===== src/source/dmaPkg.sv =====
`default_nettype none

package dmaPkg;

  localparam logic [7:0] HBLANK_LINE_END = 8'd240; // hcount where hblank begins
  localparam logic [7:0] VBLANK_LINE = 8'd160; // vcount where vblank begins

  typedef enum logic [1:0] {
    addrInc = 2'd0,
    addrDec = 2'd1,
    addrFixed = 2'd2,
    addrIncReload = 2'd3 // dst only, reloaded on every repeat
  } addrCtl_e;

  typedef enum logic [1:0] {
    startNow = 2'd0,
    startVblank = 2'd1,
    startHblank = 2'd2
  } startMode_e;

  typedef enum logic [2:0] {
    stOff,
    stIdle,
    stRead,
    stReadWait,
    stWrite,
    stWriteWait
  } seqState_e;

  typedef struct packed {
    logic [31:0] srcAddr;
    logic [31:0] dstAddr;
    logic [13:0] unitCount; // 0 means 16384 units
    addrCtl_e srcCtl;
    addrCtl_e dstCtl;
    logic wordSize; // 1 for word, 0 for halfword
    logic repeatEn;
    startMode_e startMode;
    logic irqEn;
    logic enable;
  } dmaConfig_t;

  typedef struct packed {
    logic valid;
    logic write;
    logic [1:0] size; // 1 halfword, 2 word
    logic [31:0] addr;
    logic [31:0] wdata;
  } memReq_t;

  typedef struct packed {
    logic valid;
    logic [31:0] rdata;
  } memRsp_t;

endpackage : dmaPkg

`default_nettype wire


===== src/source/dmaAddressPath.sv =====
`timescale 1ns/10ps
`default_nettype none

module dmaAddressPath (
  input  logic clk,
  input  logic rst_b,
  input  dmaPkg::dmaConfig_t cfg,
  input  logic loadAll,
  input  logic stepSrc,
  input  logic stepDst,
  input  logic storeData,
  input  logic issueRead,
  input  logic issueWrite,
  input  logic reloadDst,
  input  dmaPkg::memRsp_t memRsp,
  output dmaPkg::memReq_t memReq,
  output logic newConfig
);
  import dmaPkg::*;

  logic [31:0] srcAddr;
  logic [31:0] dstAddr;
  logic [31:0] dataHold;
  logic [31:0] addrStep;
  logic [31:0] srcNext;
  logic [31:0] dstNext;
  logic dstReload;
  dmaConfig_t cfgPrev;

  function automatic logic [31:0] stepAddr(input logic [31:0] addr, input addrCtl_e ctl,
                                           input logic [31:0] inc);
    logic [31:0] result;
    case (ctl)
      addrDec: result = addr - inc;
      addrFixed: result = addr;
      default: result = addr + inc; // addrInc and addrIncReload
    endcase
    return result;
  endfunction

  assign addrStep = cfg.wordSize ? 32'd4 : 32'd2;
  assign srcNext = stepAddr(srcAddr, cfg.srcCtl, addrStep);
  assign dstNext = stepAddr(dstAddr, cfg.dstCtl, addrStep);
  assign dstReload = reloadDst && (cfg.dstCtl == addrIncReload);

  always_ff @(posedge clk) begin
    if (loadAll)
      srcAddr <= cfg.srcAddr;
    else if (stepSrc)
      srcAddr <= srcNext;
  end

  always_ff @(posedge clk) begin
    if (loadAll || dstReload)
      dstAddr <= cfg.dstAddr;
    else if (stepDst)
      dstAddr <= dstNext;
  end

  always_ff @(posedge clk) begin
    if (storeData)
      dataHold <= memRsp.rdata;
  end

  // copy of cfg one cycle behind, any difference is a fresh setup
  always_ff @(posedge clk, negedge rst_b) begin
    if (!rst_b)
      cfgPrev <= '0;
    else
      cfgPrev <= cfg;
  end

  assign newConfig = (cfg != cfgPrev);

  always_comb begin
    memReq.valid = issueRead | issueWrite;
    memReq.write = issueWrite;
    memReq.size = cfg.wordSize ? 2'd2 : 2'd1;
    memReq.addr = issueWrite ? dstAddr : srcAddr;
    memReq.wdata = issueWrite ? dataHold : '0;
  end

endmodule : dmaAddressPath

`default_nettype wire


===== src/source/dmaChannel.sv =====
`timescale 1ns/10ps
`default_nettype none

module dmaChannel #(
  parameter int MEM_CREDITS = 2
) (
  input  logic clk,
  input  logic rst_b,
  input  dmaPkg::dmaConfig_t cfg,
  input  logic [15:0] hcount,
  input  logic [15:0] vcount,
  input  dmaPkg::memRsp_t memRsp,
  input  logic creditReturn,
  output dmaPkg::memReq_t memReq,
  output logic active,
  output logic irq,
  output logic disableDma
);

  logic start;
  logic newConfig;
  logic lastUnit;
  logic creditAvail;
  logic loadAll;
  logic stepSrc;
  logic stepDst;
  logic storeData;
  logic countUnit;
  logic issueRead;
  logic issueWrite;
  logic restart;
  logic counterClear;

  assign counterClear = loadAll | restart; // fresh count on load and on every repeat

  dmaStartSync i_startSync (
    .clk, .rst_b, .startMode(cfg.startMode), .hcount, .vcount, .start
  );

  dmaSequencer i_sequencer (
    .clk, .rst_b, .cfg, .start, .newConfig, .lastUnit, .creditAvail,
    .rspValid(memRsp.valid), .loadAll, .stepSrc, .stepDst, .storeData, .countUnit,
    .issueRead, .issueWrite, .restart, .active, .irq, .disableDma
  );

  dmaUnitCounter i_unitCounter (
    .clk, .rst_b, .clear(counterClear), .countUnit, .unitCount(cfg.unitCount), .lastUnit
  );

  dmaCreditTracker #(
    .MEM_CREDITS(MEM_CREDITS)
  ) i_creditTracker (
    .clk, .rst_b, .spend(memReq.valid), .creditReturn, .creditAvail
  );

  dmaAddressPath i_addressPath (
    .clk, .rst_b, .cfg, .loadAll, .stepSrc, .stepDst, .storeData, .issueRead,
    .issueWrite, .reloadDst(restart), .memRsp, .memReq, .newConfig
  );

endmodule : dmaChannel

`default_nettype wire


===== src/source/dmaCreditTracker.sv =====
`timescale 1ns/10ps
`default_nettype none

module dmaCreditTracker #(
  parameter int MEM_CREDITS = 2
) (
  input  logic clk,
  input  logic rst_b,
  input  logic spend,
  input  logic creditReturn,
  output logic creditAvail
);

  localparam int CW = $clog2(MEM_CREDITS + 1);

  logic [CW-1:0] freeSlots;

  always_ff @(posedge clk, negedge rst_b) begin
    if (!rst_b) begin
      freeSlots <= CW'(MEM_CREDITS);
    end else begin
      case ({spend, creditReturn})
        2'b10: freeSlots <= freeSlots - 1'b1;
        2'b01: freeSlots <= freeSlots + 1'b1;
        default: freeSlots <= freeSlots; // both or neither cancel out
      endcase
    end
  end

  assign creditAvail = (freeSlots != '0);

endmodule : dmaCreditTracker

`default_nettype wire


===== src/source/dmaSequencer.sv =====
`timescale 1ns/10ps
`default_nettype none

module dmaSequencer (
  input  logic clk,
  input  logic rst_b,
  input  dmaPkg::dmaConfig_t cfg,
  input  logic start,
  input  logic newConfig,
  input  logic lastUnit,
  input  logic creditAvail,
  input  logic rspValid,
  output logic loadAll,
  output logic stepSrc,
  output logic stepDst,
  output logic storeData,
  output logic countUnit,
  output logic issueRead,
  output logic issueWrite,
  output logic restart,
  output logic active,
  output logic irq,
  output logic disableDma
);
  import dmaPkg::*;

  seqState_e state, nextState;
  logic finalUnit; // the write just issued was the last one

  always_ff @(posedge clk, negedge rst_b) begin
    if (!rst_b) begin
      state <= stOff;
      finalUnit <= 1'b0;
    end else begin
      state <= nextState;
      if (issueWrite)
        finalUnit <= lastUnit;
    end
  end

  always_comb begin
    nextState = state;
    loadAll = 1'b0;
    stepSrc = 1'b0;
    stepDst = 1'b0;
    storeData = 1'b0;
    countUnit = 1'b0;
    issueRead = 1'b0;
    issueWrite = 1'b0;
    restart = 1'b0;
    irq = 1'b0;
    disableDma = 1'b0;
    case (state)
      stOff: begin
        if (cfg.enable && newConfig) begin
          loadAll = 1'b1;
          nextState = stIdle;
        end
      end
      stIdle: begin
        if (!cfg.enable)
          nextState = stOff;
        else if (newConfig)
          loadAll = 1'b1; // rewritten while armed
        else if (start)
          nextState = stRead;
      end
      stRead: begin
        if (creditAvail) begin
          issueRead = 1'b1;
          nextState = stReadWait;
        end
      end
      stReadWait: begin
        if (rspValid) begin
          storeData = 1'b1;
          stepSrc = 1'b1;
          nextState = stWrite;
        end
      end
      stWrite: begin
        if (creditAvail) begin
          issueWrite = 1'b1;
          stepDst = 1'b1;
          countUnit = 1'b1;
          nextState = stWriteWait;
        end
      end
      stWriteWait: begin
        if (finalUnit) begin
          irq = cfg.irqEn;
          if (cfg.repeatEn) begin
            restart = 1'b1; // rearm and wait for the next trigger
            nextState = stIdle;
          end else begin
            disableDma = 1'b1;
            nextState = stOff;
          end
        end else begin
          nextState = stRead;
        end
      end
      default: nextState = stOff;
    endcase
  end

  assign active = (state == stRead) || (state == stReadWait) ||
                  (state == stWrite) || (state == stWriteWait);

endmodule : dmaSequencer

`default_nettype wire


===== src/source/dmaStartSync.sv =====
`timescale 1ns/10ps
`default_nettype none

module dmaStartSync (
  input  logic clk,
  input  logic rst_b,
  input  dmaPkg::startMode_e startMode,
  input  logic [15:0] hcount,
  input  logic [15:0] vcount,
  output logic start
);
  import dmaPkg::*;

  logic match;
  logic prevMatch;

  always_comb begin
    case (startMode)
      startHblank: match = (hcount[7:0] == HBLANK_LINE_END);
      startVblank: match = (vcount[7:0] == VBLANK_LINE);
      default: match = 1'b0;
    endcase
  end

  // counters can sit on one value for many clocks
  always_ff @(posedge clk, negedge rst_b) begin
    if (!rst_b)
      prevMatch <= 1'b0;
    else
      prevMatch <= match;
  end

  always_comb begin
    if (startMode == startNow)
      start = 1'b1;
    else
      start = match & ~prevMatch; // first cycle of the blank only
  end

endmodule : dmaStartSync

`default_nettype wire


===== src/source/dmaUnitCounter.sv =====
`timescale 1ns/10ps
`default_nettype none

module dmaUnitCounter (
  input  logic clk,
  input  logic rst_b,
  input  logic clear,
  input  logic countUnit,
  input  logic [13:0] unitCount,
  output logic lastUnit
);

  logic [13:0] doneUnits;
  logic [13:0] nextUnits;

  assign nextUnits = doneUnits + 14'd1; // wraps, so a count of 0 runs 16384 units

  always_ff @(posedge clk, negedge rst_b) begin
    if (!rst_b)
      doneUnits <= '0;
    else if (clear)
      doneUnits <= '0;
    else if (countUnit)
      doneUnits <= nextUnits;
  end

  assign lastUnit = (nextUnits == unitCount);

endmodule : dmaUnitCounter

`default_nettype wire


===== config.mk =====
export PLATFORM = sky130hd
export DESIGN_NAME = dmaChannel
export DESIGN_NICKNAME = d
export VERILOG_FILES = /design/src/source/dmaPkg.sv /design/src/source/dmaAddressPath.sv /design/src/source/dmaChannel.sv /design/src/source/dmaCreditTracker.sv /design/src/source/dmaSequencer.sv /design/src/source/dmaStartSync.sv /design/src/source/dmaUnitCounter.sv
export SDC_FILE = /design/constraint.sdc
export NUM_CORES = 1
export LEC_CHECK = 0
export BUFFER_PORTS_ARGS = -buffer_cell sky130_fd_sc_hd__buf_2
export CORE_UTILIZATION = 35
export DETAILED_ROUTE_END_ITERATION = 6
export REMOVE_ABC_BUFFERS = 1
export SLEW_MARGIN = 20
export SYNTH_ARGS = -nofsm -noshare
export SYNTH_HDL_FRONTEND = slang
export SYNTH_SLANG_ARGS = --single-unit

===== constraint.sdc =====
create_clock -name clk -period 4.1 [get_ports clk]
set_clock_uncertainty 0.1 [all_clocks]
set_input_delay 0.205 -clock clk [delete_from_list [all_inputs] [get_ports clk]]
set_output_delay 0.205 -clock clk [all_outputs]
set_load 0.01 [all_outputs]

# ---- Word level (Yosys, flattened, before mapping)
# Cells that the tools add are included.
dict set report totals {
  output_inout_bits 71
  reg_bits 205
  wordCells 113
}
dict set report classes {
  n_bitwise 4
  reduce_logical 16
  muxes 42
  n_eq_ne 26
  n_addsub 7
}
# cell n
set op_table {}
lappend op_table {{$mux 32} 6}
lappend op_table {{$pmux 32 s2} 2}
lappend op_table {{$ne 88x88->1} 1}
lappend op_table {{$add 32x32->32} 2}
lappend op_table {{$sub 32x32->32} 2}
lappend op_table {{$mux 14} 2}
lappend op_table {{$mux 3} 8}
lappend op_table {{$mux 1} 18}
lappend op_table {{$pmux 3 s6} 1}
lappend op_table {{$eq 8x8->1 const B} 2}
lappend op_table {{$add 14x1->14 const B} 1}
lappend op_table {{$eq 14x14->1} 1}
lappend op_table {{$eq 2x2->1 const B} 5}
lappend op_table {{$reduce_bool 2->1} 5}
lappend op_table {{$eq 2x1->1 const B} 4}
lappend op_table {{$eq 3x2->1 const B} 2}
lappend op_table {{$eq 3x3->1 const B} 2}
lappend op_table {{$ne 2x1->1 const B} 3}
lappend op_table {{$ne 2x2->1 const B} 3}
lappend op_table {{$reduce_and 6->1} 1}
lappend op_table {{$logic_or 1x1->1} 4}
lappend op_table {{$mux 2} 2}
lappend op_table {{$pmux 1 s2} 2}
lappend op_table {{$pmux 2 s2} 1}
lappend op_table {{12 further kinds} 15}

# ---- Depth between registers and ports, before layout
# Gate-level depths: netlist of the first run.
dict set report logic_depth {
  ltp_word 8
  ltp_mapped 11
}

# ---- Hierarchy
# Synthesis of the first run repeated with hierarchy kept, for this count alone.
dict set report hier_totals {
  cells_unflattened 1364
  hier_area_um2 13217.7
}
# module area_per_inst_um2 instances seq_area_each_um2 cells_each
set by_module_without_submodules {}
lappend by_module_without_submodules {dmaAddressPath 11318.4 1 5084.9 1146}
lappend by_module_without_submodules {dmaUnitCounter 1211.2 1 350.3 142}
lappend by_module_without_submodules {dmaSequencer 412.9 1 100.1 46}
lappend by_module_without_submodules {dmaStartSync 165.2 1 25.0 20}
lappend by_module_without_submodules {dmaCreditTracker 103.8 1 51.3 9}
lappend by_module_without_submodules {dmaChannel 6.3 1 0.0 1}

# ---- Worst setup path after synthesis of the first run
# No wires, ideal clock.
dict set report synth_timing {
  kind {flip-flop to flip-flop}
  from {register i_sequencer.state[2]}
  to {register i_addressPath.dstAddr[10], enable pin}
  setup_ps 462
  setup_slack_ps 20
  path_stages_with_launch 6
  required_ps 3538
  arrival_ps 3518
  path_buffers 2
  path_cell_list {dfrtp_1 > clkbuf_1 > nand2_1 > or3_1 > clkbuf_1 > o21ai_0}
}
dict set report synth_via {
  elab_chain_len 6
  word_cells_on_any_way 12
  classes_between {eq/ne: 4; mux: 3; reduce/logical: 5}
}
# item line
set synth_lines {}
lappend synth_lines {{start, declared} dmaSequencer.sv:27} ;# seqState_e state, nextState;
lappend synth_lines {{start signal, assigned} dmaSequencer.sv:32} ;# state <= stOff;
lappend synth_lines {{start signal, assigned} dmaSequencer.sv:35} ;# state <= nextState;
lappend synth_lines {{$eq 3x3->1} dmaSequencer.sv:53} ;# case (state)
lappend synth_lines {{$mux 1} dmaSequencer.sv:53}
lappend synth_lines {{$logic_and 1x1->1} dmaAddressPath.sv:44} ;# assign dstReload = reloadDst && (cfg.dstCtl == addrIncReload);
lappend synth_lines {{$logic_or 1x1->1} dmaAddressPath.sv:54} ;# if (loadAll || dstReload)
lappend synth_lines {{$ne 2x1->1 (no line) / $reduce_bool 2->1 (equally long branches)} --}
lappend synth_lines {{$reduce_and 2->1 (no line) (*)} --}
lappend synth_lines {{end signal, assigned} dmaAddressPath.sv:55} ;# dstAddr <= cfg.dstAddr;
lappend synth_lines {{end signal, assigned} dmaAddressPath.sv:57} ;# dstAddr <= dstNext;
lappend synth_lines {{end, declared} dmaAddressPath.sv:22} ;# logic [31:0] dstAddr;
# Every way passes the cells marked *; elsewhere a longest branch is shown, timed or not.
# A chain may end at the register's enable or synchronous reset.

# ---- Final worst setup path of the first run
dict set report layout_timing {
  from {input port cfg[6] (netlist bit)}
  to {register i_addressPath.dstAddr[31], data pin}
}
dict set report layout_via {
  elab_chain_len 6
  word_cells_on_any_way 14
  classes_between {eq/ne: 4; mux: 7; reduce/logical: 3}
}
# item line
set layout_lines {}
lappend layout_lines {{start, declared} dmaChannel.sv:9} ;# input dmaPkg::dmaConfig_t cfg,
lappend layout_lines {{$ne 88x88->1} dmaAddressPath.sv:73} ;# assign newConfig = (cfg != cfgPrev);
lappend layout_lines {{$mux 1 / $logic_and 1x1->1 (equally long branches)} {dmaSequencer.sv:63, dmaSequencer.sv:55}}
lappend layout_lines {{$mux 1 (on tied branches)} {dmaSequencer.sv:61, dmaSequencer.sv:55}}
lappend layout_lines {{$pmux 1 s2} dmaSequencer.sv:53}
lappend layout_lines {{$logic_or 1x1->1} dmaAddressPath.sv:54}
lappend layout_lines {{$mux 32 (*)} dmaAddressPath.sv:54}
# Every way passes the cells marked *; elsewhere a longest branch is shown, timed or not. The select of a mux whose other input is x is not followed.

==> impl_metrics.py, run 1 <==
metrics = {
    "status": {
        "status": "complete, no violations",
    },
    "cts": {
        "clock-sinks": 205,
        "clock_latency_ns": 0.53,
        "cts_tree": "yes",
        "clockBufferDepth": 3,
        "clkTransAtPathRegs_ns": 0.06,
        "cts_buffers": 24,
        "htree_levels": 1,
        "clockRootBuffer": "clkbuf_16",
    },
    "final_layout": {
        "syn_to_final_growth_pct": 30.5,
        "fillers": 3262,
        "mostFrequentLayoutCell": "buf_2",
        "finish.net_count": 1797,
        "mostFrequentLayoutCells": "buf_2, nand2_1, xnor2_1",
        "drive_gt1_frac": 0.183,
        "utilization": 0.462,
    },
    "pwr": {
        "power.leakage_uw": 0.00688,
        "p_per_area_nw_per_um2": 610,
        "finalPower_uw": 9720,
        "peakVddDrop_v": 0.000335,
    },
    "global_route": {
        "grt_max_degree": 48,
        "grt_pass1_vias": 10283,
        "grt_pass1_wl_um": 55800,
        "antenna_found_initial": 1,
        "grt-ovfl-total": 0,
        "grt_usage": 0.199,
    },
    "floorplan": {
        "start_util": 0.354,
        "die_area_sq_um": 35600,
        "num_rows": 68,
        "dieWidth_um": 189,
        "core-area_sq_um": 34500,
        "die_h_um": 189,
        "ioPinCount": 227,
    },
    "routing": {
        "wl_um": 35700,
        "wl_per_cell_um": 17.4,
        "vias_per_cell": 5.05,
        "firstDrtPassIters": 5,
        "ant_nets": 0,
        "drc_errors": 0,
        "drt-initial-drc-count": 641,
        "vias": 10338,
    },
    "worst_setup_path": {
        "cp_num_buf_inv": 3,
        "worstReg2RegEnd": "i_addressPath.dstAddr[28]",
        "r2r_start": "i_addressPath.cfgPrev[1]",
        "cp.depth": 13,
        "crit_path_top_delay_cell": "a2111oi_0",
        "cpPeakStageDelay_ns": 0.67,
        "setup.worst_path.start": "cfg[6]",
        "critPathRequiredTime_ns": 4.34,
        "reg2reg_depth": 10,
        "crit_path_end_kind": "register",
        "path_delay_family": "compound AO/OA/AOI/OAI gates",
        "setup.worst_path.end": "i_addressPath.dstAddr[31]",
        "crit_path_start_kind": "input port",
        "cp_max_fo": 21,
        "reg2reg_slack_ns": 0.58,
        "crit_path_cell_trace": "dlygate4sd3_1, buf_2, nor2b_2, buf_12, ha_1, a21o_1, a21o_1, a21o_1, a2111oi_0, nor2_1, nor4_1, nor3_1, o31ai_1",
        "arrival_ns": 3.93,
        "cp_common_cell": "a21o_1",
        "path_class": "in -> reg",
    },
    "sta": {
        "rsz0062_at_grt": "false",
        "tightest_slew_ns": 0.996,
        "slew_headroom": 0.336,
        "timing.hold.ws_ns": 0.139,
        "finalWorstSetupSlack_ns": 0.417,
        "period_share": 0.898,
        "fin_setup_tns_ns": 0,
        "fin_crit_ns": 3.68,
        "hold_viol": 0,
        "final-max-slew-violation-count": 0,
        "max_clock_freq_mhz": 272,
        "setup_viol": 0,
    },
    "placement": {
        "port-buffer-count": 210,
        "hpwl_um": 26600,
        "pre_cts_ws_ns": 0.449,
        "gp_congestion": 0.922,
    },
    "synth": {
        "syn_avg_cell_area_sq_um": 9.82,
        "syn-instance-count": 1242,
        "synth_edf_count": 96,
        "ys_ff_latch": 205,
        "synthDistinctLibCells": 72,
        "synth_flop_cell": "dfrtp_1",
        "ys_seq_area_frac": 0.460,
        "yosys_warnings": 0,
        "netlist_area_sq_um": 12200,
        "async_flop_share": 0.532,
    },
    "min_path": {
        "min_path_type": "in -> async",
    },
    "job": {
        "maxCapViolCount": 0,
    },
}
==> cells in the mapped netlist (2+ instances only) <==
library cell | n | area (sq um)
o31a_1 | 4 | 35.0
xor2_1 | 37 | 324
o311ai_0 | 2 | 17.5
inv_1 | 26 | 97.6
o2111ai_1 | 4 | 35.0
o21a_1 | 22 | 165
nor2_1 | 85 | 319
or3_1 | 8 | 50.1
o41ai_1 | 3 | 26.3
a31oi_1 | 10 | 62.6
nand2_1 | 193 | 724
o22ai_1 | 2 | 12.5
a2bb2oi_1 | 2 | 17.5
a221oi_1 | 2 | 17.5
a221o_1 | 2 | 20.0
o221a_2 | 3 | 33.8
nand2b_1 | 8 | 50.1
and2_1 | 41 | 257
edfxtp_1 | 96 | 2880
clkbuf_1 | 41 | 154
nand4_1 | 34 | 213
mux2_2 | 6 | 67.6
a211o_1 | 4 | 35.0
a211oi_1 | 6 | 45.0
nor4b_1 | 3 | 26.3
o211a_1 | 4 | 40.0
nor4_1 | 9 | 56.3
a21o_1 | 26 | 195
ha_1 | 67 | 838
a21oi_1 | 63 | 315
o21bai_1 | 4 | 30.0
dfrtp_1 | 108 | 2700
mux2i_1 | 2 | 20.0
a22oi_1 | 2 | 15.0
o211ai_1 | 11 | 82.6
nor2b_1 | 15 | 93.8
o21ai_0 | 72 | 360
nand3_1 | 14 | 70.1
nand3b_1 | 3 | 22.5
o31ai_1 | 11 | 82.6
or2_2 | 3 | 18.8
and3_1 | 3 | 18.8
nor3_1 | 21 | 105
buf_4 | 3 | 22.5
xnor2_1 | 130 | 1140
==> what timing repair did <==
item | in CTS | in global routing
hold buffers | 126 | 0
setup buffers | 0 | 0
resized for setup | 0 | 0
hold endpoints to repair | 225 | 0
==> per-layer routing <==
layer / wire (um) / GRT usage
met2: 16800 / 0.326
met3: 2150 / 0.0343
met5: 0 / 0
met4: 1090 / 0.0682
met1: 15700 / 0.265
==> how the worst min path moves through the flow <==
| stage | start | endpoint | slack [ns] | depth (start not counted) |
|---|---|---|---|---|
| floorplan | rst_b | i_addressPath.cfgPrev[0] | -0.19 | 0 |
| global placement | rst_b | i_addressPath.cfgPrev[2] | 0.16 | 1 |
| detailed placement | rst_b | i_addressPath.cfgPrev[2] | 0.16 | 1 |
| CTS | rst_b | i_addressPath.cfgPrev[37] | 0.14 | 2 |
| global route | rst_b | i_creditTracker.freeSlots[0] | 0.18 | 2 |
| finish | rst_b | i_creditTracker.freeSlots[0] | 0.14 | 2 |
==> cells by family (layout without fill, tap and decap cells) <==
logic type / count (synthesis) / in the layout / synth area share
compound gates: 277 / 277 / 0.151
other cells: 0 / 1 / 0
buf+inv: 71 / 421 / 0.0229
xor+xnor: 167 / 167 / 0.120
mux: 8 / 8 / 0.00718
simple gates: 447 / 447 / 0.171
fa+ha+maj: 67 / 67 / 0.0687
flops: 205 / 205 / 0.460
==> where the power goes <==
group | internal (uW) | switching [uW] | total, uW
clock network | 1400 | 881 | 2280
logic | 1770 | 2510 | 4280
registers | 2840 | 312 | 3160
==> area by class of cell <==
cell class	count	area, sq um	area share
sequential	205	5610	0.352
antenna	1	2.50	0.000157
clock inverter	6	66.3	0.00417
timing repair buffer	351	2450	0.154
tap	455	569	0.0358
multi-input combinational	966	6320	0.397
clock buffer	38	798	0.0501
inverter	26	97.6	0.00613
==> stage by stage <==
| step | std cells | instance area, sq um |
|---|---|---|
| global placement | 1877 | 13800 |
| floorplan | 1197 | 12000 |
| global route | 2047 | 15900 |
| detailed placement | 1877 | 13800 |
| CTS | 2047 | 15900 |
| finish | 2048 | 15900 |
==> sequential cells by signal (all words and copies together) (netlist names) <==
signal / cells
i_unitCounter.doneUnits: 14
i_addressPath.srcAddr: 32
i_startSync.prevMatch: 1
i_addressPath.dataHold: 32
i_addressPath.dstAddr: 32
i_sequencer.finalUnit: 1
i_addressPath.cfgPrev: 88
i_sequencer.state: 3
i_creditTracker.freeSlots: 2
==> worst register-to-register path: stages (launching register included) <==
cell      delay (ns)
dfrtp_1         0.37
xnor2_1         0.47
nand4_1         0.27
nor4_1          0.51
nand2_1         0.14
o211ai_1        0.30
o21a_1          0.20
clkinv_1        0.08
buf_4           0.29
or4_1           0.57
nand3_1         0.09
Note: power is estimated with default switching activity, not from simulation.
==> run 2, diff against run 1 <==
--- a/config.mk
+++ b/config.mk
@@ -8,6 +8,7 @@
 export BUFFER_PORTS_ARGS = -buffer_cell sky130_fd_sc_hd__buf_2
 export CORE_UTILIZATION = 35
 export DETAILED_ROUTE_END_ITERATION = 6
+export RECOVER_POWER = 25
 export REMOVE_ABC_BUFFERS = 1
 export SLEW_MARGIN = 20
 export SYNTH_ARGS = -nofsm -noshare
==> impl_metrics.py, run 2 (synthesis gave the netlist of run 1 again) <==
metrics = {
    "sta": {
        "tightest_slew_ns": 0.970,
        "final-max-slew-violation-count": 0,
        "period_share": 0.920,
        "fin_crit_ns": 3.77,
        "slew_headroom": 0.353,
        "rsz0062_at_grt": "false",
        "max_clock_freq_mhz": 265,
        "finalWorstSetupSlack_ns": 0.329,
        "fin_setup_tns_ns": 0,
        "hold_viol": 0,
        "setup_viol": 0,
    },
    "floorplan": {
        "num_rows": 68,
        "core-area_sq_um": 34500,
        "die_area_sq_um": 35600,
        "ioPinCount": 227,
        "dieWidth_um": 189,
        "die_h_um": 189,
        "start_util": 0.354,
    },
    "cts": {
        "hold_buffers": 126,
        "clockRootBuffer": "clkbuf_16",
        "clkTransAtPathRegs_ns": 0.06,
        "clock_latency_ns": 0.53,
        "postCtsSetupBuffers": 0,
        "clock-sinks": 205,
        "cts_tree": "yes",
        "postCtsResizedCells": 0,
        "htree_levels": 1,
        "cts_buffers": 24,
        "clockBufferDepth": 3,
    },
    "global_route": {
        "antenna_found_initial": 1,
        "grt_pass1_vias": 10283,
        "grt-ovfl-total": 0,
        "grt_pass1_wl_um": 55800,
        "grt_max_degree": 48,
        "grt_usage": 0.199,
    },
    "worst_setup_path": {
        "cp_max_fo": 21,
        "critPathRequiredTime_ns": 4.34,
        "arrival_ns": 4.01,
        "crit_path_end_kind": "register",
        "path_class": "in -> reg",
        "crit_path_start_kind": "input port",
    },
    "routing": {
        "wl_per_cell_um": 17.4,
        "drt-initial-drc-count": 647,
        "vias": 10356,
        "wl_um": 35700,
        "drc_errors": 0,
        "firstDrtPassIters": 5,
        "vias_per_cell": 5.06,
        "ant_nets": 0,
    },
    "final_layout": {
        "mostFrequentLayoutCells": "nand2_1, xnor2_1, dlygate4sd3_1",
        "stdcell_count": 2048,
        "mostFrequentLayoutCell": "nand2_1",
        "finish.net_count": 1797,
        "utilization": 0.459,
        "drive_gt1_frac": 0.128,
        "syn_to_final_growth_pct": 29.6,
        "regMostFlops": "i_addressPath.cfgPrev",
        "largest_reg_flops": 88,
    },
    "placement": {
        "pre_cts_ws_ns": 0.449,
        "gp_congestion": 0.922,
        "hpwl_um": 26600,
        "port-buffer-count": 210,
        "dpl.cell_count": 1877,
    },
    "pwr": {
        "peakVddDrop_v": 0.000335,
        "power.leakage_uw": 0.00663,
        "p_per_area_nw_per_um2": 614,
    },
    "job": {
        "maxCapViolCount": 0,
    },
    "status": {
        "status": "complete, no violations",
    },
    "min_path": {
        "min_path_type": "in -> async",
    },
}
-- run 2: changes by cell type in the layout (fill, tap and decap cells not counted) --
cell      previous run  this run
buf_2              209       120
clkbuf_1             4        93
-- run 2: power breakdown --
group          internal, uW  switching (uW)  leakage (uW)
registers              2840             311       0.00221
logic                  1760            2510       0.00399
clock network          1400             881      0.000430
total                  6000            3700       0.00663
-- run 2: per-layer routing --
metal	GRT usage	wire length [um]	share of wire
met2	0.326	16800	0.47
met3	0.0343	2090	0.058
met1	0.265	15800	0.44
met5	0	0	0
met4	0.0682	1070	0.030
-- run 2: layout make-up --
class                   instances  area, sq um
repair buffers                351         2340
diodes                          1         2.50
well taps                     455          569
clock buffers                  38          798
fillers                      3309        18600
flip-flops and latches        205         5610
inverters                      26         97.6
multi-input cells             966         6320
clock inverters                 6         66.3
-- run 2: per-stage QoR --
stage / hold WS [ns] / total power (uW) / area (sq um)
final: 0.139 / 9710 / 15800
after global routing: 0.180 / 10400 / 15800
after CTS: 0.137 / 9760 / 15900
after detailed placement: 0.156 / 7340 / 13800
after global placement: 0.156 / 7280 / 13800
after floorplan: -0.191 / 6020 / 12000
-- run 2: worst paths after layout --
check	start	end	slack (ns)	cells after the start
worst min-delay path	rst_b	i_creditTracker.freeSlots[0]	0.14	2
worst max-delay path	cfg[6]	i_addressPath.dstAddr[31]	0.33	13
worst min register to register	i_creditTracker.freeSlots[1]	i_creditTracker.freeSlots[1]	0.44	1
worst max register to register	i_addressPath.cfgPrev[1]	i_unitCounter.doneUnits[1]	0.54	9
min in group clk	memRsp[22]	i_addressPath.dataHold[22]	0.28	2
max in group asynchronous	rst_b	i_addressPath.cfgPrev[81]	2.85	3
-- run 2: worst max-delay path, stage by stage --
cell,delay [ns]
dlygate4sd3_1,0.53
clkbuf_1,0.20
nor2b_2,0.53
buf_12,0.24
ha_1,0.33
a21o_1,0.19
a21o_1,0.17
a21o_1,0.19
a2111oi_0,0.67
nor2_1,0.07
nor4_1,0.30
nor3_1,0.12
o31ai_1,0.24
